==> src/masked_pwm_pkg.sv <==
// shared definitions for the masked pointwise multiply-accumulate engine
// modulus, share widths, pipeline latencies, Wishbone address map,
// mask generator constants, controller states and modular helpers

`default_nettype none

package masked_pwm_pkg;

    // ML-DSA prime and the width of one arithmetic share
    localparam int COEF_W = 23;
    localparam logic [COEF_W-1:0] Q = 23'd8380417;

    // one run covers eight coefficients
    localparam int N_COEF = 8;
    localparam int IDX_W = 3;

    // multiplier depth, adder depth and the accumulate path depth
    localparam int MUL_LAT = 3;
    localparam int ADD_LAT = 1;
    localparam int PWM_LAT_ACC = MUL_LAT + ADD_LAT;

    // run counter must hold N_COEF + PWM_LAT_ACC
    localparam int CNT_W = 4;

    // Wishbone word address is {bank, index}
    localparam int WB_DW = 32;
    localparam int WB_AW = 7;
    localparam int BANK_W = WB_AW - IDX_W;

    localparam logic [BANK_W-1:0] BANK_CSR = 4'd0;
    localparam logic [BANK_W-1:0] BANK_U0 = 4'd1;
    localparam logic [BANK_W-1:0] BANK_U1 = 4'd2;
    localparam logic [BANK_W-1:0] BANK_V0 = 4'd3;
    localparam logic [BANK_W-1:0] BANK_V1 = 4'd4;
    localparam logic [BANK_W-1:0] BANK_W0 = 4'd5;
    localparam logic [BANK_W-1:0] BANK_W1 = 4'd6;
    localparam logic [BANK_W-1:0] BANK_R0 = 4'd7;
    localparam logic [BANK_W-1:0] BANK_R1 = 4'd8;

    // registers inside the CSR bank and their bit positions
    localparam logic [IDX_W-1:0] CSR_CTRL = 3'd0;
    localparam logic [IDX_W-1:0] CSR_STATUS = 3'd1;
    localparam int CTRL_START = 0;
    localparam int CTRL_ACC = 1;
    localparam int STAT_BUSY = 0;
    localparam int STAT_DONE = 1;

    // Galois LFSR for the mask words, x^32 + x^22 + x^2 + x + 1
    localparam logic [31:0] RNG_SEED = 32'h1d87_a5c3;
    localparam logic [31:0] RNG_TAPS = 32'h8020_0003;

    typedef enum logic [1:0] {
        ST_IDLE,
        ST_RUN,
        ST_DONE
    } pwm_state_e;

    // one conditional subtraction brings a value below 2Q into range
    function automatic logic [COEF_W-1:0] cond_sub_q(input logic [COEF_W-1:0] x);
        return (x >= Q) ? x - Q : x;
    endfunction

    // reduces a sum of three residues, which stays below 3Q
    function automatic logic [COEF_W-1:0] reduce_3q(input logic [COEF_W+1:0] x);
        logic [COEF_W+1:0] y;
        y = x;
        if (y >= 2 * Q) begin
            y = y - 2 * Q;
        end else if (y >= Q) begin
            y = y - Q;
        end
        return y[COEF_W-1:0];
    endfunction

endpackage

`default_nettype wire

==> src/pwm_ctrl_fsm.sv <==
// run controller
// a start is taken from idle or done, the run ends on the counter's
// last pulse and done then holds until the next accepted start

`timescale 1ns/1ps
`default_nettype none

module pwm_ctrl_fsm import masked_pwm_pkg::*; (
    input wire clk,
    input wire reset,
    input wire start,
    input wire last,
    output logic clear,
    output logic run,
    output logic busy,
    output logic done
);

    pwm_state_e state;
    pwm_state_e state_nxt;

    // starts that arrive during a run are dropped here and nowhere else
    assign clear = start && (state != ST_RUN);

    always_comb begin
        state_nxt = state;
        case (state)
            ST_IDLE: begin
                if (clear) begin
                    state_nxt = ST_RUN;
                end
            end
            ST_RUN: begin
                if (last) begin
                    state_nxt = ST_DONE;
                end
            end
            ST_DONE: begin
                // a new start clears done as it enters the run
                if (clear) begin
                    state_nxt = ST_RUN;
                end
            end
            default: begin
                state_nxt = ST_IDLE;
            end
        endcase
    end

    always_ff @(posedge clk) begin
        if (reset) begin
            state <= ST_IDLE;
        end else begin
            state <= state_nxt;
        end
    end

    // the flags follow the state directly
    assign run = (state == ST_RUN);
    assign busy = (state == ST_RUN);
    assign done = (state == ST_DONE);

endmodule

`default_nettype wire

==> config.mk <==
export PLATFORM = sky130hd
export DESIGN_NAME = pwm_ctrl_fsm
export DESIGN_NICKNAME = d
export VERILOG_FILES = /design/src/masked_pwm_pkg.sv /design/src/pwm_ctrl_fsm.sv
export SDC_FILE = /design/constraint.sdc
export NUM_CORES = 1
export LEC_CHECK = 0
export BUFFER_PORTS_ARGS = -buffer_cell sky130_fd_sc_hd__buf_2
export CAP_MARGIN = 10
export CORE_AREA = 3 3 40 42
export DETAILED_ROUTE_END_ITERATION = 6
export DIE_AREA = 0 0 43 45
export SYNTH_ARGS = -nofsm -noshare
export SYNTH_HDL_FRONTEND = slang
export SYNTH_SLANG_ARGS = --single-unit
export TNS_END_PERCENT = 10
==> constraint.sdc <==
create_clock -name clk -period 2.1 [get_ports clk]
set_input_delay 0.105 -clock clk [delete_from_list [all_inputs] [get_ports clk]]
set_output_delay 0.105 -clock clk [all_outputs]
set_load 0.1 [all_outputs]
* Word-level counts from Yosys, hierarchy flattened *
Cells that the tools add are included.

word-level totals
  flip-flop bits (word level) = 2
  latch bits = 0
  RAM bits = 0
  ROM bits = 0
  word-level logic and storage cells = 13
  memories kept = 0

operators by class
  $add $sub $neg = 0
  multipliers = 0
  div/mod/pow operators = 0
  magnitude comparators = 0
  equal/unequal tests = 5
  shifts and indexed selects = 0
  muxes and demuxes = 3
  bitwise logic cells = 0
  reductions and logical operators = 4

operators by type and width
  cell                                           number
  2-to-1 mux 2 bit                               2
  != test 2 x 1 -> 1 bit, second input constant  2
  one-hot mux 2 bit (2 select lines)             1
  == test 2 x 1 -> 1 bit, second input constant  1
  == test 2 bit, second input constant           1
  logical NOT 2 bit                              1
  != test 2 bit, second input constant           1
  AND reduction 2 bit                            1
  OR reduction 2 bit                             1
  logical AND 1 bit                              1

* Longest topological paths before layout *
  depth in word-level cells = 4
  gate-level depth with buffers = 3
  mapped depth without buffers = 3

* Worst setup path after synthesis *
Ideal clock, no wire load.

  path type = register to register
  start point = register state[1]
  end point = register state[1]
  setup time = 0.071 ns
  data arrival time = 1.895 ns
  data required time = 2.029 ns
  slack = 0.134 ns
  cell stages (with the launch flop) = 3
  cells stage by stage = dfxtp_1 -> nor2b_1 -> a32o_1

on the way
  word-level cells in the longest chain between the ends = 4

RTL lines
  item                                     RTL line            RTL
  from (decl)                              pwm_ctrl_fsm.sv:19  pwm_state_e state;
  from (signal assigned)                   pwm_ctrl_fsm.sv:54  state <= state_nxt;
  == test 2 bit *                          --
  via done                                 pwm_ctrl_fsm.sv:16  output logic done
  OR reduction 2 bit (no source line) *    --
  != test 2 x 1 -> 1 bit (no source line)  --
  AND reduction 2 bit (no source line)     --

Mark *: on every way through the listed nets, which the timed path passes. The rest lies on a longest branch.
A chain may end at the register's enable or synchronous reset.

* Worst setup path in the final report *
  start point = register state[1]
  end point = output clear

on the way
  word-level cells in the longest chain between the ends = 2

RTL lines
  item                    RTL line            RTL
  != test 2 x 1 -> 1 bit  pwm_ctrl_fsm.sv:23  assign clear = start && (state != ST_RUN);
  logical AND 1 bit       pwm_ctrl_fsm.sv:23
  to (decl)               pwm_ctrl_fsm.sv:13  output logic clear,

Every way passes these cells.

==> results.md <==
* Status: completed
* Antenna violations before repair at 0
* Layout area overhead at 66.3%
* Clk pin slew, worst setup/hold paths at 0.03 ns
* Synth unique cells at 11
* Syn nets at 16
* Final Slew Violations at 0
* Max_cap viols at 0
* Post-CTS setup buffers at 0
* Post-layout minimum cycle time at 1.33 ns
* Final HPWL DP at 209 um
* Crit end category: output pin
* Crit-path max FO at 3
* LEAKAGE at 0.0000895 uW
* Critical Path AT at 1.23 ns
* Vias per cell at 3.25
* Routed WL at 260 um
* Worst Max-Slew Pin Slew at 0.485 ns
* Drt initial violations at 0
* Leading area contributor after synthesis: dfxtp_1
* Clock sink count at 2
* Avg WL per Cell at 7.22 um
* Hold_ws at 0.0890 ns
* Startpoint Class: flip-flop
* CTS tree: yes
* Worst min-delay path class: input pin to flip-flop
* Height of the die at 45 um
* Period utilisation layout at 63.4%
* Register area share after synthesis at 38.6%
* Dpl cells at 33
* CTS Hold Buffers Added at 0
* Vias in the first global route at 123
* Gate Count Post-Synth at 12
* Core area at 1280 um2
* RSZ-0062 raised after global routing: no
* GR Overflow Total at 0
* Worst Clk Skew at 0.00214 ns
* Setup CP Type: flip-flop to output pin
* Final setup viols at 0
* Share of layout cells above drive strength 1 at 52.4%
* Setup TNS at 0 ns
* Final Non-Filler Cells at 36
* Largest Register: state
* Fill cells at 149
* Max reg flops at 2
* DR DRC count at 0
* Synth Area per Inst at 8.65 um2
* YS warnings at 0
* DIE WIDTH at 43 um
* Ant. Diodes at 0
* DR pass1 iterations at 1
* Mapped Area at 104 um2
* #FFs+latches synth at 2
* Final Wtd Congestion at 0.685
* Max Clk Rate at 751 MHz
* Clock Latency Late Sink at 0.22 ns
* Worst EP required at 2.00 ns
* Ranking of synthesized cells by area: dfxtp_1 39%, a32o_1 9.6%, or3b_1 8.4%
* Root Buffer: clkbuf_4
* Yosys top cell area share at 38.6%
* Hold Vio Cnt, Final at 0
* Via count at 117
* TritonCTS Buffers at 3
* Boundary pin count at 8
* Worst slew margin at 67.9%
* Starting Density at 8.08%
* CTS H-tree lvls at 1
* Cts repair resizes at 0
* Largest net degree at the start of global routing at 5
* Die area at 1940 um2
* Maximum root-to-sink buffer count at 2
* Overall Global Routing Usage at 3.41%
* Antenna Nets Post-Route at 0
* Biggest regs: state: 2 flops
* Pwr per Cell Area at 1090 nW/um2
* Nets@finish at 27
* Row cnt at 13
* IO Port Bufs at 7
* First-pass GRT wire length at 372 um
* Worst vdd ir at 86.9 uV
-- report_power, final --
group          total, uW  leakage [uW]  internal [uW]  switching [uW]
Clock               84.2     0.0000138           63.1            21.2
Sequential          42.2     0.0000165           40.8            1.34
Combinational       61.3     0.0000593           10.1            51.2
-- Yosys cell counts --
library cell	count
inv_1	1
nor2_1	1
and2_1	1
or3b_1	1
nor2b_1	1
inv_2	1
buf_4	1
a32o_1	1
nand2b_1	1
o31ai_1	1
dfxtp_1	2
-- worst max-delay path, stage by stage (launching register included) --
cell	delay [ns]
dfxtp_1	0.30
nand2b_1	0.16
and2_1	0.13
buf_2	0.41
-- final cells by class --
class                   instances  area, um2  area share [%]
clock buffers                   3       22.5            13.0
multi-input cells               7       48.8            28.3
well taps                      15       18.8            10.9
repair buffers                  7       35.0            20.3
flip-flops and latches          2       40.0            23.2
inverters                       2       7.51            4.35
-- stage by stage --
step | setup slack [ns] | cell area [um2] | total power, uW | utilization, %
5_1_grt | 0.687 | 173 | 194 | 13.4
2_1_floorplan | 0.134 | 104 | 96.2 | -
6_report | 0.768 | 173 | 188 | 13.4
3_3_place_gp | 1.01 | 150 | 104 | 11.7
3_5_place_dp | 1.00 | 150 | 104 | 11.7
4_1_cts | 0.760 | 173 | 191 | 13.4
-- cell usage in the layout, fill, tap and decap left out --
| master | Yosys | routed |
|---|---|---|
| a32o_1 | 1 | 1 |
| and2_1 | 1 | 1 |
| buf_2 | 0 | 7 |
| clkbuf_4 | 0 | 3 |
| dfxtp_1 | 2 | 2 |
| inv_1 | 1 | 1 |
| inv_2 | 1 | 1 |
| nand2b_1 | 1 | 1 |
| nor2_1 | 1 | 1 |
| nor2b_1 | 1 | 1 |
| o31ai_1 | 1 | 1 |
| or3b_1 | 1 | 1 |
-- cell families (layout without fill, tap and decap cells) --
logic type | count (synthesis) | count (layout) | synth area share, %
AND/OR/NAND/NOR | 5 | 5 | 30.1
buffers and inverters | 3 | 12 | 14.5
AO/OA/AOI/OAI | 2 | 2 | 16.9
flip-flops | 2 | 2 | 38.6
-- final timing paths --
kind | startpoint | endpoint | slack [ns] | cells after the start
worst min-delay path | last | state[0]$_SDFFE_PP0P_ | 0.09 | 2
worst max register to register | state[1]$_SDFFE_PP0P_ | state[1]$_SDFFE_PP0P_ | 1.23 | 3
worst max-delay path | state[1]$_SDFFE_PP0P_ | clear | 0.77 | 3
worst min register to register | state[0]$_SDFFE_PP0P_ | state[0]$_SDFFE_PP0P_ | 0.56 | 2
-- per-layer routing --
metal / routed length, um / track usage, % / vias to the layer above
li1: - / - / 59
met1: 83 / 1.67 / 51
met4: 27 / 10.8 / 0
met5: 0 / 0 / -
met2: 129 / 4.49 / 5
met3: 21 / 0.398 / 2
Note: power is estimated with default switching activity, not from simulation.
