<file path="config.mk">
export PLATFORM = sky130hd
export DESIGN_NAME = pwm_step_counter
export DESIGN_NICKNAME = d
export VERILOG_FILES = /design/src/masked_pwm_pkg.sv /design/src/pwm_step_counter.sv
export SDC_FILE = /design/constraint.sdc
export NUM_CORES = 1
export LEC_CHECK = 0
export ABC_AREA = 1
export BUFFER_PORTS_ARGS = -buffer_cell sky130_fd_sc_hd__buf_2
export CORE_AREA = 2 2 39 41
export CTS_BUF_LIST = sky130_fd_sc_hd__clkbuf_16
export DETAILED_ROUTE_END_ITERATION = 8
export DIE_AREA = 0 0 41 43
export PLACE_DENSITY_LB_ADDON = 0.08
export SETUP_SLACK_MARGIN = 0.15
export SYNTH_ARGS = -nofsm -noshare
export SYNTH_HDL_FRONTEND = slang
export SYNTH_SLANG_ARGS = --single-unit
</file>
<file path="constraint.sdc">
create_clock -name clk -period 1.85 [get_ports clk]
set_input_delay 0.4625 -clock clk [delete_from_list [all_inputs] [get_ports clk]]
set_output_delay 0.4625 -clock clk [all_outputs]
set_load 0.05 [all_outputs]
</file>
<file path="src/masked_pwm_pkg.sv">
// shared definitions for the masked pointwise multiply-accumulate engine
// modulus, share widths, pipeline latencies, Wishbone address map,
// mask generator constants, controller states and modular helpers

`default_nettype none

package masked_pwm_pkg;

    // ML-DSA prime and the width of one arithmetic share
    localparam int COEF_W = 23;
    localparam logic [COEF_W-1:0] Q = 23'd8380417;

    // one run covers eight coefficients
    localparam int N_COEF = 8;
    localparam int IDX_W = 3;

    // multiplier depth, adder depth and the accumulate path depth
    localparam int MUL_LAT = 3;
    localparam int ADD_LAT = 1;
    localparam int PWM_LAT_ACC = MUL_LAT + ADD_LAT;

    // run counter must hold N_COEF + PWM_LAT_ACC
    localparam int CNT_W = 4;

    // Wishbone word address is {bank, index}
    localparam int WB_DW = 32;
    localparam int WB_AW = 7;
    localparam int BANK_W = WB_AW - IDX_W;

    localparam logic [BANK_W-1:0] BANK_CSR = 4'd0;
    localparam logic [BANK_W-1:0] BANK_U0 = 4'd1;
    localparam logic [BANK_W-1:0] BANK_U1 = 4'd2;
    localparam logic [BANK_W-1:0] BANK_V0 = 4'd3;
    localparam logic [BANK_W-1:0] BANK_V1 = 4'd4;
    localparam logic [BANK_W-1:0] BANK_W0 = 4'd5;
    localparam logic [BANK_W-1:0] BANK_W1 = 4'd6;
    localparam logic [BANK_W-1:0] BANK_R0 = 4'd7;
    localparam logic [BANK_W-1:0] BANK_R1 = 4'd8;

    // registers inside the CSR bank and their bit positions
    localparam logic [IDX_W-1:0] CSR_CTRL = 3'd0;
    localparam logic [IDX_W-1:0] CSR_STATUS = 3'd1;
    localparam int CTRL_START = 0;
    localparam int CTRL_ACC = 1;
    localparam int STAT_BUSY = 0;
    localparam int STAT_DONE = 1;

    // Galois LFSR for the mask words, x^32 + x^22 + x^2 + x + 1
    localparam logic [31:0] RNG_SEED = 32'h1d87_a5c3;
    localparam logic [31:0] RNG_TAPS = 32'h8020_0003;

    typedef enum logic [1:0] {
        ST_IDLE,
        ST_RUN,
        ST_DONE
    } pwm_state_e;

    // one conditional subtraction brings a value below 2Q into range
    function automatic logic [COEF_W-1:0] cond_sub_q(input logic [COEF_W-1:0] x);
        return (x >= Q) ? x - Q : x;
    endfunction

    // reduces a sum of three residues, which stays below 3Q
    function automatic logic [COEF_W-1:0] reduce_3q(input logic [COEF_W+1:0] x);
        logic [COEF_W+1:0] y;
        y = x;
        if (y >= 2 * Q) begin
            y = y - 2 * Q;
        end else if (y >= Q) begin
            y = y - Q;
        end
        return y[COEF_W-1:0];
    endfunction

endpackage

`default_nettype wire

</file>
<file path="src/pwm_step_counter.sv">
// run timer for one pass over the coefficients
// the count opens the issue window for the first N_COEF cycles and the
// write-back window once the datapath latency has passed

`timescale 1ns/1ps
`default_nettype none

module pwm_step_counter import masked_pwm_pkg::*; (
    input wire clk,
    input wire reset,
    input wire clear,
    input wire run,
    input wire acc_mode,
    output logic issue_en,
    output logic [IDX_W-1:0] issue_idx,
    output logic wr_en,
    output logic [IDX_W-1:0] wr_idx,
    output logic last
);

    logic [CNT_W-1:0] cnt;
    logic [CNT_W-1:0] lat;

    always_ff @(posedge clk) begin
        if (reset || clear) begin
            cnt <= '0;
        end else if (run) begin
            cnt <= cnt + 1'b1;
        end
    end

    // acc_mode is held by the register block for the whole run
    assign lat = acc_mode ? CNT_W'(PWM_LAT_ACC) : CNT_W'(MUL_LAT);

    assign issue_en = run && (cnt < CNT_W'(N_COEF));
    assign issue_idx = cnt[IDX_W-1:0];

    // the result for index i leaves the datapath lat cycles after its issue
    assign wr_en = run && (cnt >= lat);
    assign wr_idx = IDX_W'(cnt - lat);

    assign last = run && (cnt == CNT_W'(N_COEF) + lat - 1'b1);

endmodule

`default_nettype wire

</file>
# Word level (Yosys, flattened, before mapping)
# Cells that the tools add are included.
[word_totals]
reg_bits = 4
latch_bits = 0
mem_bits_rw = 0
mem_bits_ro = 0
in_bits = 5
output_inout_bits = 9
word_cells = 13
n_memories = 0
[op_classes]
add_sub_neg = 4
mul = 0
div_mod_pow = 0
n_lt_le_gt_ge = 2
eq_ne = 1
n_shift = 0
muxes = 1
bitwise = 0
reduce_logical = 4
[op_table]
columns = ["cell", "count"]
rows = [
  ["adder 4 x 1 -> 4 bit (second input constant)", 1],
  ["adder 4 x 3 -> 4 bit (first input constant)", 1],
  ["equality test 4 bit", 1],
  [">= comparator 4 x 3 -> 1 bit", 1],
  ["less-than comparator 4 bit (second input constant)", 1],
  ["subtractor 4 x 1 -> 4 bit (second input constant)", 1],
  ["logical AND 1 bit", 3],
  ["2-to-1 mux 3 bit", 1],
  ["subtractor 3 bit", 1],
  ["logical OR 1 bit", 1],
]

# Logic depth before layout (Yosys ltp)
[depth]
depth_word = 5
mapped_depth = 6
ltp_nobuf = 6

# Least setup slack after synthesis
# No wires, ideal clock.
[synth_path]
kind = "in2out"
from = "input port acc_mode"
to = "output port last"
arrival_ns = 2.385
t_required_ns = 1.387
slack_ns = -0.998
path_stages = 3
n_path_buf = 0
cell_sequence = "inv_1 ha_1 nor4_1"
[synth_via]
elab_chain_len = 5
[synth_rtl]
columns = ["item", "line_no", "text"]
rows = [
  ["start, declared", "pwm_step_counter.sv:13", "input wire acc_mode,"],
  ["2-to-1 mux 3 bit", "pwm_step_counter.sv:33", "assign lat = acc_mode ? CNT_W'(PWM_LAT_ACC) : CNT_W'(MUL_LAT);"],
  ["adder 4 x 3 -> 4 bit", "pwm_step_counter.sv:42", "assign last = run && (cnt == CNT_W'(N_COEF) + lat - 1'b1);"],
  ["subtractor 4 x 1 -> 4 bit", "pwm_step_counter.sv:42", ""],
  ["equality test 4 bit", "pwm_step_counter.sv:42", ""],
  ["logical AND 1 bit", "pwm_step_counter.sv:42", ""],
  ["end, declared", "pwm_step_counter.sv:18", "output logic last"],
]
# Every way passes these cells.

# Worst setup path after layout
[layout_path]
from = "register cnt[0]"
to = "output port wr_en"
[layout_via]
elab_chain_len = 2
[layout_rtl]
columns = ["item", "line_no", "text"]
rows = [
  ["start, declared", "pwm_step_counter.sv:21", "logic [CNT_W-1:0] cnt;"],
  ["start signal, assigned", "pwm_step_counter.sv:28", "cnt <= cnt + 1'b1;"],
  [">= comparator 4 x 3 -> 1 bit", "pwm_step_counter.sv:39", "assign wr_en = run && (cnt >= lat);"],
  ["logical AND 1 bit", "pwm_step_counter.sv:39", ""],
  ["end, declared", "pwm_step_counter.sv:16", "output logic wr_en,"],
]
# Every way passes these cells.

==> results.sh <==
export IMPL_cts_path_max_buffers=2
export IMPL_synth_area_leaders="dfxtp_1 26%, ha_1 16%, nand2_1 11%, buf_4 7.3%, inv_1 7.3%"
export IMPL_drt_first_pass_iters=4
export IMPL_synth_top_area_share=0.2591
export IMPL_cts_hold_buf=0
export IMPL_cts_tree="built"
export IMPL_crit_top_cell="nand2_2"
export IMPL_htreeDepth=1
export IMPL_p_int_w=0.0004301
export IMPL_fin_worst_skew_ns=0.002505
export IMPL_ys_types=14
export IMPL_vias=353
export IMPL_start_util=0.2233
export IMPL_worst_setup_path_start_kind="register"
export IMPL_crit_arrival_ns=1.53
export IMPL_cp_top_family="adder cells"
export IMPL_syn_area_per_cell_um2=7.187
export IMPL_grt_use_total=0.1063
export IMPL_synth_xor_area_frac=0.02834
export IMPL_min_period_ns=1.993
export IMPL_synth_most_common_cell="nand2_1"
export IMPL_max_freq_mhz=501.8
export IMPL_viasPerCell=4.253
export IMPL_gp_congestion=0.6728
export IMPL_wl_per_cell_um=9.675
export IMPL_final_cell_count_no_fill=83
export IMPL_finalMaxSlewViolations=0
export IMPL_synth_simple_gate_area_frac=0.2591
export IMPL_placed_cells=75
export IMPL_crit_slowest_cell="fa_2"
export IMPL_p_per_area_nw_per_um2=881.6
export IMPL_route_detailed_drc=0
export IMPL_hpwlAfterDp_um=611.3
export IMPL_ys_ff_latch=4
export IMPL_slew_headroom=0.8311
export IMPL_synth_common_cells="9 x nand2_1, 6 x inv_1, 6 x nor2_1"
export IMPL_hp_class="in -> reg"
export IMPL_ys_seq_area_frac=0.2591
export IMPL_syn_area_um2=309.0
export IMPL_largest_reg_flops=4
export IMPL_max_cap_violations=0
export IMPL_finalSetupViolCount=3
export IMPL_rsz0062_at_grt="true"
export IMPL_yosys_area_share_adder=0.2267
export IMPL_p_leak_nw=0.3061
export IMPL_fin_crit_sh=1.077
export IMPL_tightest_slew_ns=0.2524
export IMPL_top_register="cnt"
export IMPL_placement_io_buffers=13
export IMPL_criticalPathCategory="reg -> out"
export IMPL_critical_path_max_stage_delay_ns=0.35
export IMPL_grt_pass1_vias=317
export IMPL_syn_inst=43
export IMPL_muxShareOfSynthArea=0
export IMPL_clk_latency_ns=0.22
export IMPL_cts_sinks=4
export IMPL_synth_top_family_by_area="simple AND/OR/NAND/NOR gates"
export IMPL_cts_reportedPaths_clkPinSlew_ns=0.03
export IMPL_final_layout_size_suffix_gt1_frac=0.6119
export IMPL_dieArea_um2=1763
export IMPL_seqPwrFrac=0.156
export IMPL_final_hold_violation_count=0
export IMPL_ios=14
export IMPL_syn_to_final_growth_pct=112.6
export IMPL_synth_edf_count=0
export IMPL_swShare=0.2572
export IMPL_fin_ws_ns=-0.1430
export IMPL_p_clk_frac=0.576
export IMPL_worstPathMaxFanout=2
export IMPL_grt_pass1_wl_um=1200
export IMPL_yosysTopAreaCell="dfxtp_1"
export IMPL_nNetsFinal=79
export IMPL_ys_warn_count=0
export IMPL_violations="negative setup slack"
export IMPL_cts_made_buffers=3
export IMPL_antennaDiodeCount=0
export IMPL_comb_power_share=0.267
export IMPL_grt_antenna_before_repair=0
export IMPL_drt_total_wl_um=803
export IMPL_synthFlopType="dfxtp_1"
export IMPL_overflow=0
export IMPL_core_area_um2=1384
export IMPL_crit_chain="inv_2, ha_4, fa_2, nand2_2, nand2_2, a21oi_4, buf_6"
export IMPL_critPathBufInv=2
export IMPL_row_count=14
export IMPL_antenna_left=0
export IMPL_syn_nets=53
export IMPL_end_kind="output pin"
export IMPL_reg_top3="cnt: 4 flops"
export IMPL_async_reset_ff_frac=0
export IMPL_synth_compound_area_frac=0.08097
export IMPL_setup_tns_ns=-0.3448
export IMPL_utilization=0.4747
export IMPL_die_h_um=43
export IMPL_worstPathRequired_ns=1.39
export IMPL_switchingPower_w=0.0001489
export IMPL_outcome="finished with violations"
export IMPL_ir_drop_mv=0.5335
export IMPL_drt_iter0_drc=1
export IMPL_cts_root_buf="clkbuf_16"
export IMPL_grt_max_degree=6
export IMPL_die_x_um=41
## power groups by stage
| stage | registers, W | clock network [W] | logic, W |
|---|---|---|---|
| after CTS | 0.0000904 | 0.000342 | 0.000154 |
| after detailed placement | 0.0000918 | 0 | 0.000129 |
| after global routing | 0.0000908 | 0.000347 | 0.000167 |
| after floorplan | 0.0000921 | 0 | 0.0000975 |
| final | 0.0000906 | 0.000334 | 0.000155 |
| after global placement | 0.0000916 | 0 | 0.000129 |
## layout by cell type (no fill, tap or decap), types with 2 or more instances in the layout
| cell | instances |
|---|---|
| a21oi_1 | 3 |
| buf_2 | 8 |
| buf_4 | 9 |
| buf_6 | 6 |
| clkbuf_16 | 3 |
| dfxtp_1 | 2 |
| dfxtp_2 | 2 |
| ha_1 | 3 |
| inv_1 | 3 |
| inv_2 | 2 |
| nand2_1 | 7 |
| nand2_2 | 3 |
| nor2_1 | 6 |
## cell families after synthesis
logic type               Yosys count
adder cells (fa/ha/maj)            5
buffers and inverters              9
AO/OA/AOI/OAI                      5
AND/OR/NAND/NOR                   19
XOR/XNOR                           1
flip-flops                         4
## per-stage QoR
step / hold slack [ns] / total power, W / setup WS, ns / instance area, um^2
5_1_grt: 0.5480 / 0.0006050 / -0.2108 / 656.9
6_report: 0.5175 / 0.0005791 / -0.1430 / 656.9
2_1_floorplan: 0.5030 / 0.0001896 / -0.1585 / 384.1
3_5_place_dp: 0.5452 / 0.0002209 / -0.3576 / 491.7
4_1_cts: 0.4926 / 0.0005861 / -0.1385 / 641.9
3_3_place_gp: 0.5492 / 0.0002209 / -0.3513 / 491.7
## layout make-up
| class | count | area (um^2) |
|---|---|---|
| Timing Repair Buffer | 24 | 195.2 |
| Inverter | 6 | 35.03 |
| Tap cell | 16 | 20.02 |
| Clock buffer | 3 | 75.07 |
| Multi-Input combinational cell | 30 | 249.0 |
| Fill cell | 133 | 726.9 |
| Sequential cell | 4 | 82.58 |
## worst paths after layout
path                            startpoint  endpoint  slack (ns)  depth (start not counted)
worst max-delay path                cnt[0]     wr_en       -0.14                          7
worst min-delay path                 reset    cnt[0]        0.52                          4
worst max register to register      cnt[0]    cnt[1]        0.54                          6
worst min register to register      cnt[3]    cnt[3]        0.55                          2
## tightest hold or removal path, stage by stage
cell and delay, ns:
buf_2 0.07, nor2_1 0.06, nand2_1 0.06, a21oi_1 0.03
## layer usage
layer / global-route usage / up-vias / share of wire
li1: - / 179 / -
met1: 0.09936 / 161 / 0.38
met2: 0.1781 / 13 / 0.54
met3: 0.06283 / 0 / 0.078
met4: 0.04000 / 0 / 0
met5: 0 / - / 0
## timing repair
action,in CTS,in global routing
buffers inserted,3,2
pin swaps,4,0
setup endpoints to repair,4,4
gates resized for setup,19,0
No activity file was read; power rests on OpenSTA's default activity.
