[config.mk]
export PLATFORM = sky130hd
export DESIGN_NAME = pwm_wb_regs
export DESIGN_NICKNAME = d
export VERILOG_FILES = /design/src/masked_pwm_pkg.sv /design/src/pwm_wb_regs.sv
export SDC_FILE = /design/constraint.sdc
export NUM_CORES = 2
export LEC_CHECK = 0
export ABC_AREA = 1
export BUFFER_PORTS_ARGS = -buffer_cell sky130_fd_sc_hd__buf_2
export CORE_ASPECT_RATIO = 1.75
export CORE_MARGIN = 3
export CORE_UTILIZATION = 35
export CTS_CLUSTER_DIAMETER = 60
export DETAILED_ROUTE_END_ITERATION = 10
export PLACE_DENSITY = 0.6
export SYNTH_ARGS = -nofsm -noshare
export SYNTH_HDL_FRONTEND = slang
export SYNTH_SLANG_ARGS = --single-unit
[constraint.sdc]
create_clock -name clk -period 6.4 [get_ports clk]
set_input_delay 0 -clock clk [delete_from_list [all_inputs] [get_ports clk]]
set_output_delay 0 -clock clk [all_outputs]
set_load 0.02 [all_outputs]
[src/masked_pwm_pkg.sv]
// shared definitions for the masked pointwise multiply-accumulate engine
// modulus, share widths, pipeline latencies, Wishbone address map,
// mask generator constants, controller states and modular helpers

`default_nettype none

package masked_pwm_pkg;

    // ML-DSA prime and the width of one arithmetic share
    localparam int COEF_W = 23;
    localparam logic [COEF_W-1:0] Q = 23'd8380417;

    // one run covers eight coefficients
    localparam int N_COEF = 8;
    localparam int IDX_W = 3;

    // multiplier depth, adder depth and the accumulate path depth
    localparam int MUL_LAT = 3;
    localparam int ADD_LAT = 1;
    localparam int PWM_LAT_ACC = MUL_LAT + ADD_LAT;

    // run counter must hold N_COEF + PWM_LAT_ACC
    localparam int CNT_W = 4;

    // Wishbone word address is {bank, index}
    localparam int WB_DW = 32;
    localparam int WB_AW = 7;
    localparam int BANK_W = WB_AW - IDX_W;

    localparam logic [BANK_W-1:0] BANK_CSR = 4'd0;
    localparam logic [BANK_W-1:0] BANK_U0 = 4'd1;
    localparam logic [BANK_W-1:0] BANK_U1 = 4'd2;
    localparam logic [BANK_W-1:0] BANK_V0 = 4'd3;
    localparam logic [BANK_W-1:0] BANK_V1 = 4'd4;
    localparam logic [BANK_W-1:0] BANK_W0 = 4'd5;
    localparam logic [BANK_W-1:0] BANK_W1 = 4'd6;
    localparam logic [BANK_W-1:0] BANK_R0 = 4'd7;
    localparam logic [BANK_W-1:0] BANK_R1 = 4'd8;

    // registers inside the CSR bank and their bit positions
    localparam logic [IDX_W-1:0] CSR_CTRL = 3'd0;
    localparam logic [IDX_W-1:0] CSR_STATUS = 3'd1;
    localparam int CTRL_START = 0;
    localparam int CTRL_ACC = 1;
    localparam int STAT_BUSY = 0;
    localparam int STAT_DONE = 1;

    // Galois LFSR for the mask words, x^32 + x^22 + x^2 + x + 1
    localparam logic [31:0] RNG_SEED = 32'h1d87_a5c3;
    localparam logic [31:0] RNG_TAPS = 32'h8020_0003;

    typedef enum logic [1:0] {
        ST_IDLE,
        ST_RUN,
        ST_DONE
    } pwm_state_e;

    // one conditional subtraction brings a value below 2Q into range
    function automatic logic [COEF_W-1:0] cond_sub_q(input logic [COEF_W-1:0] x);
        return (x >= Q) ? x - Q : x;
    endfunction

    // reduces a sum of three residues, which stays below 3Q
    function automatic logic [COEF_W-1:0] reduce_3q(input logic [COEF_W+1:0] x);
        logic [COEF_W+1:0] y;
        y = x;
        if (y >= 2 * Q) begin
            y = y - 2 * Q;
        end else if (y >= Q) begin
            y = y - Q;
        end
        return y[COEF_W-1:0];
    endfunction

endpackage

`default_nettype wire

[src/pwm_wb_regs.sv]
// Wishbone classic slave for the engine
// decodes {bank, index}, acknowledges every access after one wait cycle,
// holds CTRL and STATUS, the six operand share memories feeding the
// datapath and the two result share memories filled during a run

`timescale 1ns/1ps
`default_nettype none

module pwm_wb_regs import masked_pwm_pkg::*; (
    input wire clk,
    input wire reset,
    input wire wb_cyc,
    input wire wb_stb,
    input wire wb_we,
    input wire [WB_AW-1:0] wb_adr,
    input wire [WB_DW-1:0] wb_dat_w,
    output logic [WB_DW-1:0] wb_dat_r,
    output logic wb_ack,
    input wire busy,
    input wire done,
    input wire [IDX_W-1:0] issue_idx,
    input wire wr_en,
    input wire [IDX_W-1:0] wr_idx,
    input wire [COEF_W-1:0] res0,
    input wire [COEF_W-1:0] res1,
    output logic start,
    output logic acc_mode,
    output logic [COEF_W-1:0] u0,
    output logic [COEF_W-1:0] u1,
    output logic [COEF_W-1:0] v0,
    output logic [COEF_W-1:0] v1,
    output logic [COEF_W-1:0] w0,
    output logic [COEF_W-1:0] w1
);

    // operand banks U0 to W1 in bank order, results R0 and R1
    logic [COEF_W-1:0] op_mem [6][N_COEF];
    logic [COEF_W-1:0] res_mem [2][N_COEF];

    logic [BANK_W-1:0] bank;
    logic [IDX_W-1:0] idx;
    logic [2:0] op_sel;
    logic access;
    logic wr_stb;
    logic is_op;
    logic ctrl_wr;
    logic [WB_DW-1:0] rd_data;

    assign bank = wb_adr[WB_AW-1:IDX_W];
    assign idx = wb_adr[IDX_W-1:0];
    assign op_sel = 3'(bank - BANK_U0);
    assign is_op = (bank >= BANK_U0) && (bank <= BANK_W1);

    // an access is taken in the cycle before ack, ack then drops again
    assign access = wb_cyc && wb_stb && !wb_ack;
    assign wr_stb = access && wb_we;
    assign ctrl_wr = wr_stb && (bank == BANK_CSR) && (idx == CSR_CTRL);

    always_ff @(posedge clk) begin
        if (reset) begin
            wb_ack <= 1'b0;
            start <= 1'b0;
            acc_mode <= 1'b0;
        end else begin
            wb_ack <= access;
            start <= ctrl_wr && wb_dat_w[CTRL_START];
            // mode stays fixed while a run depends on its latency
            if (ctrl_wr && !busy) begin
                acc_mode <= wb_dat_w[CTRL_ACC];
            end
        end
    end

    // host writes to operands only land between runs
    always_ff @(posedge clk) begin
        if (reset) begin
            for (int b = 0; b < 6; b++) begin
                for (int i = 0; i < N_COEF; i++) begin
                    op_mem[b][i] <= '0;
                end
            end
        end else if (wr_stb && is_op && !busy) begin
            op_mem[op_sel][idx] <= wb_dat_w[COEF_W-1:0];
        end
    end

    // result shares come from the datapath write-back only
    always_ff @(posedge clk) begin
        if (reset) begin
            for (int b = 0; b < 2; b++) begin
                for (int i = 0; i < N_COEF; i++) begin
                    res_mem[b][i] <= '0;
                end
            end
        end else if (wr_en) begin
            res_mem[0][wr_idx] <= res0;
            res_mem[1][wr_idx] <= res1;
        end
    end

    // the datapath reads the coefficient at issue_idx without a register
    assign u0 = op_mem[0][issue_idx];
    assign u1 = op_mem[1][issue_idx];
    assign v0 = op_mem[2][issue_idx];
    assign v1 = op_mem[3][issue_idx];
    assign w0 = op_mem[4][issue_idx];
    assign w1 = op_mem[5][issue_idx];

    always_comb begin
        rd_data = '0;
        if (bank == BANK_CSR) begin
            if (idx == CSR_CTRL) begin
                rd_data[CTRL_ACC] = acc_mode;
            end else if (idx == CSR_STATUS) begin
                rd_data[STAT_BUSY] = busy;
                rd_data[STAT_DONE] = done;
            end
        end else if (is_op) begin
            rd_data[COEF_W-1:0] = op_mem[op_sel][idx];
        end else if (bank == BANK_R0) begin
            rd_data[COEF_W-1:0] = res_mem[0][idx];
        end else if (bank == BANK_R1) begin
            rd_data[COEF_W-1:0] = res_mem[1][idx];
        end
    end

    // read data is captured on the same edge that raises ack
    always_ff @(posedge clk) begin
        if (reset) begin
            wb_dat_r <= '0;
        end else if (access) begin
            wb_dat_r <= rd_data;
        end
    end

endmodule

`default_nettype wire

==> Word level (Yosys, flattened, before mapping) <==
Memory sizes are Yosys's and may differ from the RTL's.
Cells that the tools add are included.
{ "classes": {"n_addsub": 1, "order_cmp": 7, "eq_ne": 3, "mux": 418, "n_bitwise": 371, "reduce_logical": 17} }
{ "op_table": {"columns": ["op", "n"], "rows": [
  ["$mux 184", 4],
  ["$bmux 23 s3", 9],
  ["$mux 23", 23],
  ["$mux 1", 376],
  ["$or 1x1->1", 368],
  ["$reduce_or 184->1", 1],
  ["$demux 23 s3", 2],
  ["$mux 21", 1],
  ["$ge 4x4->1 const B", 3],
  ["$logic_and 1x1->1", 12],
  ["$not 3->4", 3],
  ["$lt 4x1->1 const B", 2],
  ["$eq 4x3->1 const B", 1],
  ["$eq 4x4->1 const B", 1],
  ["$ge 4x1->1 const B", 1],
  ["$le 4x3->1 const B", 1],
  ["$logic_not 4->1", 1],
  ["$mux 2", 2],
  ["$eq 3x1->1 const B", 1],
  ["$logic_not 3->1", 1],
  ["$mux 3", 1],
  ["$sub 3x1->3 const B", 1],
  ["$logic_not 1->1", 2]
]} }
{ "word_totals": {"ff_bits": 26, "ramBits": 1472, "inputBits": 99, "output_inout_bits": 173, "elab_cells": 823, "n_memories": 2} }
{ "memory_table": {"columns": ["name", "words", "word_bits", "read_ports", "rd_clocked_by_memory_dff", "wr", "line", "text"], "rows": [
  ["op_mem", 6, 184, 7, 0, 6, "pwm_wb_regs.sv:37", "logic [COEF_W-1:0] op_mem [6][N_COEF];"],
  ["res_mem", 2, 184, 2, 0, 2, "pwm_wb_regs.sv:38", "logic [COEF_W-1:0] res_mem [2][N_COEF];"]
]} }

==> Logic depth before layout (Yosys ltp) <==
{ "logic_depth": {"depth_word": 10, "ltp_mapped": 22, "mapped_depth_nobuf": 16} }

==> Least setup slack after synthesis <==
No wires, ideal clock.
{ "synth_timing": {"kind": "input to register", "startpoint": "input wb_adr[3]", "endpoint": "memory op_mem[6][0] in the netlist's numbering, enable pin", "setup_ns": 0.403, "arrival_time_ns": 3.139, "required_time_ns": 5.997, "setup_slack_ns": 2.858, "cell_stages": 15, "path_buffers": 4, "cell_sequence": "buf_2 > buf_6 > inv_4 > buf_2 > buf_4 > ha_1 > nand2_2 > nor2_1 > nor2_2 > inv_2 > nor4_4 > nand2_4 > nor2_8 > inv_1 > nor2_1"} }
{ "synth_rtl": {"columns": ["item", "line", "text"], "rows": [
  ["start: declaration", "pwm_wb_regs.sv:15", "input wire [WB_AW-1:0] wb_adr,"],
  ["end: declaration", "pwm_wb_regs.sv:37", null]
]} }

==> Worst setup path in the final report <==
{ "layout_timing": {"startpoint": "input wb_adr[3]", "endpoint": "register wb_dat_r[22]"} }
{ "layout_via": {"elab_chain_len": 7, "word_cells_on_any_way": 15, "cone_classes": "add/sub (1); order compare (2); eq/ne (2); mux (7); reduce/logical (2); memory (1)"} }
{ "layout_rtl": {"columns": ["item", "line", "text"], "rows": [
  ["$sub 3x1->3", "pwm_wb_regs.sv:51", "assign op_sel = 3'(bank - BANK_U0);"],
  ["$mem_v2 6x184", null, null],
  ["$bmux 23 s3", "pwm_wb_regs.sv:119", "rd_data[COEF_W-1:0] = op_mem[op_sel][idx];"],
  ["$mux 23 (not written as such) (2 in series)", "pwm_wb_regs.sv:119", null],
  ["$mux 23", "pwm_wb_regs.sv:118", "end else if (is_op) begin"],
  ["$mux 21 *", "pwm_wb_regs.sv:111", "if (bank == BANK_CSR) begin"],
  ["end signal: assignment", "pwm_wb_regs.sv:132", "wb_dat_r <= rd_data;"],
  ["end: declaration", "pwm_wb_regs.sv:17", "output logic [WB_DW-1:0] wb_dat_r,"]
]} }
Every way passes the cells marked *; elsewhere a longest branch is shown, timed or not. The select of a mux whose other input is x is not followed.
A chain may end at the register's enable or synchronous reset.

==> reports/summary.md <==
For the initial standard-cell utilization of the core, the log shows 35.2%. The tree built by TritonCTS fans out to 1,866 sinks. The run gives 32 as the count of distinct cell types in the synthesized netlist. TritonCTS built the clock tree.

The area growth from synthesis to layout is 13.1%. For this design the static power due to leakage is 41.6 nW. At the end of routability-driven placement, the weighted congestion stood at 1.13. The number of global-route vias before repair is 76,925, and the number of endpoints with negative hold slack in the final report is 0.

No sink is reached through more buffers than the 4 on the longest clock path. The detailed-route wire length per cell is 34.5 um, and the met1 track utilization from global routing is 37.3%. Global routing used 36.0% of the available tracks.

The die covers 271,000 um2. The time the final worst path needs with I/O delays and setup works out to 4.34 ns. The arrival time of the worst setup path is 5.22 ns, and the number of nets in the layout is 10,647. The core area was 263,000 um2. The final reports fail on capacitance limit, slew limit.

After detailed placement, the design holds a cell count of 13,757. Synthesis inferred 1,866 register bits. The number of DRC markers after the initial detailed-route iteration came out at 13,851. Entering global routing, the biggest net connects 165 pins.

After synthesis the cells add up to 92,700 um2. The count of unresolved DRC violations after routing came out at 0. Fraction of synthesis flops using an asynchronous set or reset pin: 0%. The start-to-end type of the worst setup path was in -> reg. The clock arrives with 0.121 ns of skew.

The quantity of gates resized following cts was 0; the fraction of met2 tracks used by global routing was 54.9%. The worst flop-to-flop path startpoint is wb_ack. For the final number of max-transition violations, the log shows 11. The critical path endpoint category is a flip-flop. The number of top-level pins is 272.

Dividing total power by cell area gives a power density of 282 nW/um2. The tools report the critical path data required time as 7.28 ns. Global-route layer with the greatest usage: met2.

Of the cells placed in the final design, the portion with a size suffix greater than 1 is 9.24%. Clock latency on the worst-skew pair, taken at its later pin, is 0.97 ns. Worst hold path endpoint: res_mem[0][133]. STA classifies the critical path startpoint as an input pin. After the flow finishes, the layout carries non-filler instances totaling 14,296. Class of the tightest hold or removal check: in -> reg. The tools report the initial antenna violation count as 96. In the final timing run, aggregate negative setup slack is 0 ns. The tools report the count of filler cells inserted in the layout as 26,309.

The run gives 7 as the count of TritonRoute iterations in the first routing pass. Measured in cells, the most critical reg-to-reg path has a length of 10. VDD sags by at most 0.240 mV. The floorplan step set the die height to 687 um. The number of rows created at floorplan was 249; the hold path depth was 4. For this run the aggregate overflow at the end of global routing stands at 0.

The slew at the pin closest to its max-slew limit is 1.58 ns, and the final wirelength is 494 mm. Via count: 84,172. Setup repair after global routing left no endpoint under its margin. The count of flip-flops with a built-in enable after synthesis is 1,840, and the number of levels in the clock H-tree is 4.

The worst pin sits at a relative slew slack of -5.17%. The clock transition at the registers of the reported paths was 0.07 ns. The number of CTS-inserted buffers came out at 187.

For this run, the leading register cell type out of synthesis is sky130_fd_sc_hd__edfxtp_1. The logs give 10,574 for the gate count of the mapped netlist and 333 mm for the HPWL after detailed placement. The final count of negative-setup-slack endpoints was 0. The average via count per standard cell is 5.89.

The run finished, with violations left. The run gives 0 as the count of warnings emitted by yosys. The start point of the worst min-delay path is res0[18].

Timing would allow up to 231 MHz. The tool flagged a number of max-cap violations equal to 6. Once detail routing completed, the nets flagged for antenna violations numbered 0. The average instance in the mapped netlist occupies 8.77 um2. The sequential fraction of the synthesis area is 60.2%, and the final cycle utilization of the critical path is 67.8%.

Buffer cell driving the clock tree root: sky130_fd_sc_hd__clkbuf_16. The worst register-to-register path ends at op_mem[2][132]. Hold repair after CTS inserted 92 buffers. The number of setup buffers added after CTS is 0. Along the worst path, the maximum fanout reaches 98.

The width of the die is 395 um. In this run the register-to-register setup slack is 2.08 ns. The met3 track demand over resource is 11.8%, and the first-pass GRT wire length is 665 mm.

During placement, the flow inserted port buffers numbering 253.
## worst max path at each step
stage              start             end  slack, ns  cells after the start
2_1_floorplan  wb_adr[3]    op_mem[6][0]       2.86                     15
3_3_place_gp   wb_adr[3]   op_mem[0][36]       1.92                     10
3_5_place_dp   wb_adr[3]   op_mem[0][39]       1.90                     10
4_1_cts           wb_ack  op_mem[2][132]       2.24                     10
5_1_grt           wb_ack  op_mem[2][132]       2.08                     10
6_report       wb_adr[3]    wb_dat_r[22]       2.06                     18
## synth_stat cells (2+ instances only)
| master | number | share of area, % |
|---|---|---|
| sky130_fd_sc_hd__nand2_1 | 2971 | 12 |
| sky130_fd_sc_hd__nor2_1 | 2171 | 8.8 |
| sky130_fd_sc_hd__edfxtp_1 | 1840 | 60 |
| sky130_fd_sc_hd__o21ai_0 | 1029 | 5.6 |
| sky130_fd_sc_hd__a21oi_1 | 639 | 3.4 |
| sky130_fd_sc_hd__clkbuf_1 | 613 | 2.5 |
| sky130_fd_sc_hd__inv_1 | 404 | 1.6 |
| sky130_fd_sc_hd__nand3_1 | 217 | 1.2 |
| sky130_fd_sc_hd__buf_2 | 150 | 0.81 |
| sky130_fd_sc_hd__a31oi_1 | 139 | 0.94 |
| sky130_fd_sc_hd__buf_1 | 73 | 0.30 |
| sky130_fd_sc_hd__o22ai_1 | 69 | 0.47 |
| sky130_fd_sc_hd__o2111ai_1 | 50 | 0.47 |
| sky130_fd_sc_hd__o211ai_1 | 40 | 0.32 |
| sky130_fd_sc_hd__nand2_4 | 38 | 0.46 |
| sky130_fd_sc_hd__dfxtp_1 | 26 | 0.56 |
| sky130_fd_sc_hd__nor2_2 | 24 | 0.16 |
| sky130_fd_sc_hd__buf_6 | 15 | 0.18 |
| sky130_fd_sc_hd__buf_4 | 13 | 0.11 |
| sky130_fd_sc_hd__nand2_2 | 10 | 0.067 |
| sky130_fd_sc_hd__inv_2 | 9 | 0.036 |
| sky130_fd_sc_hd__nor2_4 | 8 | 0.097 |
| sky130_fd_sc_hd__nand4_1 | 7 | 0.047 |
| sky130_fd_sc_hd__nor2_8 | 6 | 0.13 |
| sky130_fd_sc_hd__ha_1 | 4 | 0.054 |
| sky130_fd_sc_hd__clkinv_1 | 2 | 0.0081 |
| sky130_fd_sc_hd__nor4_1 | 2 | 0.013 |
## cells by family after synthesis
logic type	Yosys count	share of synthesized area, %
buf+inv	1280	5.56
simple gates	5456	23.0
fa+ha+maj	4	0.0540
compound gates	1967	11.2
flops	1866	60.2
other cells	1	0.00405
## cell usage in the layout (no fill, tap or decap), drive strengths merged
| cell type | Yosys | routed |
|---|---|---|
| a21oi | 639 | 639 |
| a31oi | 139 | 139 |
| and2 | 1 | 1 |
| buf | 251 | 539 |
| bufinv | 0 | 17 |
| clkbuf | 613 | 241 |
| clkinv | 2 | 67 |
| clkinvlp | 0 | 6 |
| conb | 1 | 9 |
| dfxtp | 26 | 26 |
| diode | 0 | 99 |
| dlygate4sd3 | 0 | 92 |
| edfxtp | 1840 | 1840 |
| ha | 4 | 4 |
| inv | 414 | 419 |
| nand2 | 3019 | 3019 |
| nand3 | 217 | 217 |
| nand4 | 7 | 7 |
| nor2 | 2209 | 2209 |
| nor4 | 3 | 3 |
| o2111ai | 50 | 50 |
| o211ai | 40 | 40 |
| o21ai | 1029 | 1029 |
| o22ai | 69 | 69 |
| o31ai | 1 | 1 |
## stage by stage
stage	total power [W]	setup slack (ns)	util (%)	hold WS [ns]	area, um2
after global routing	0.0301	2.08	39.8	0.0395	105000
after global placement	0.0183	1.92	37.0	0.308	97400
after CTS	0.0293	2.24	39.6	0.000778	104000
after floorplan	0.0161	2.86	-	0.0691	92700
final	0.0296	2.06	39.8	0.00915	105000
after detailed placement	0.0183	1.90	37.0	0.320	97400
## report_power, final
part           switching (W)  internal (W)
clock network        0.00501       0.00616
logic                0.00356      0.000836
registers           0.000189        0.0138
## routing by layer
metal  up-vias  share of wire (%)
li1      35147                  -
met1     40771                 31
met2      6547                 45
met3      1679                 11
met4        28                 14
met5         -              0.040
## sequential cells by signal (all words and copies together) (netlist names)
register and count:
op_mem 1472, wb_dat_r 23, wb_ack 1, acc_mode 1
start 1, res_mem 368
## critical path: stages
cell,delay (ns)
sky130_fd_sc_hd__buf_8,0.40
sky130_fd_sc_hd__inv_16,0.25
sky130_fd_sc_hd__ha_4,0.70
sky130_fd_sc_hd__buf_4,0.76
sky130_fd_sc_hd__buf_4,0.55
sky130_fd_sc_hd__nand2_1,0.11
sky130_fd_sc_hd__nand2_1,0.10
sky130_fd_sc_hd__nand2_1,0.17
sky130_fd_sc_hd__nand2_1,0.15
sky130_fd_sc_hd__nand2_1,0.05
sky130_fd_sc_hd__nand2_1,0.10
sky130_fd_sc_hd__inv_1,0.04
sky130_fd_sc_hd__nand2_1,0.17
sky130_fd_sc_hd__nand2_1,0.16
sky130_fd_sc_hd__nand3_1,0.41
sky130_fd_sc_hd__nand2_1,0.10
sky130_fd_sc_hd__a21oi_1,0.14
sky130_fd_sc_hd__dlygate4sd3_1,0.57
## layout make-up
class / instances / area (um2) / area share, %
Clock inverter: 93 / 935 / 0.891
Multi-Input combinational cell: 7436 / 32000 / 30.5
Timing Repair Buffer: 637 / 4930 / 4.70
Tap cell: 3514 / 4400 / 4.19
Inverter: 416 / 1610 / 1.54
Sequential cell: 1866 / 55800 / 53.2
Antenna cell: 99 / 248 / 0.236
Clock buffer: 235 / 4950 / 4.72
Note: power is estimated with default switching activity, not from simulation.
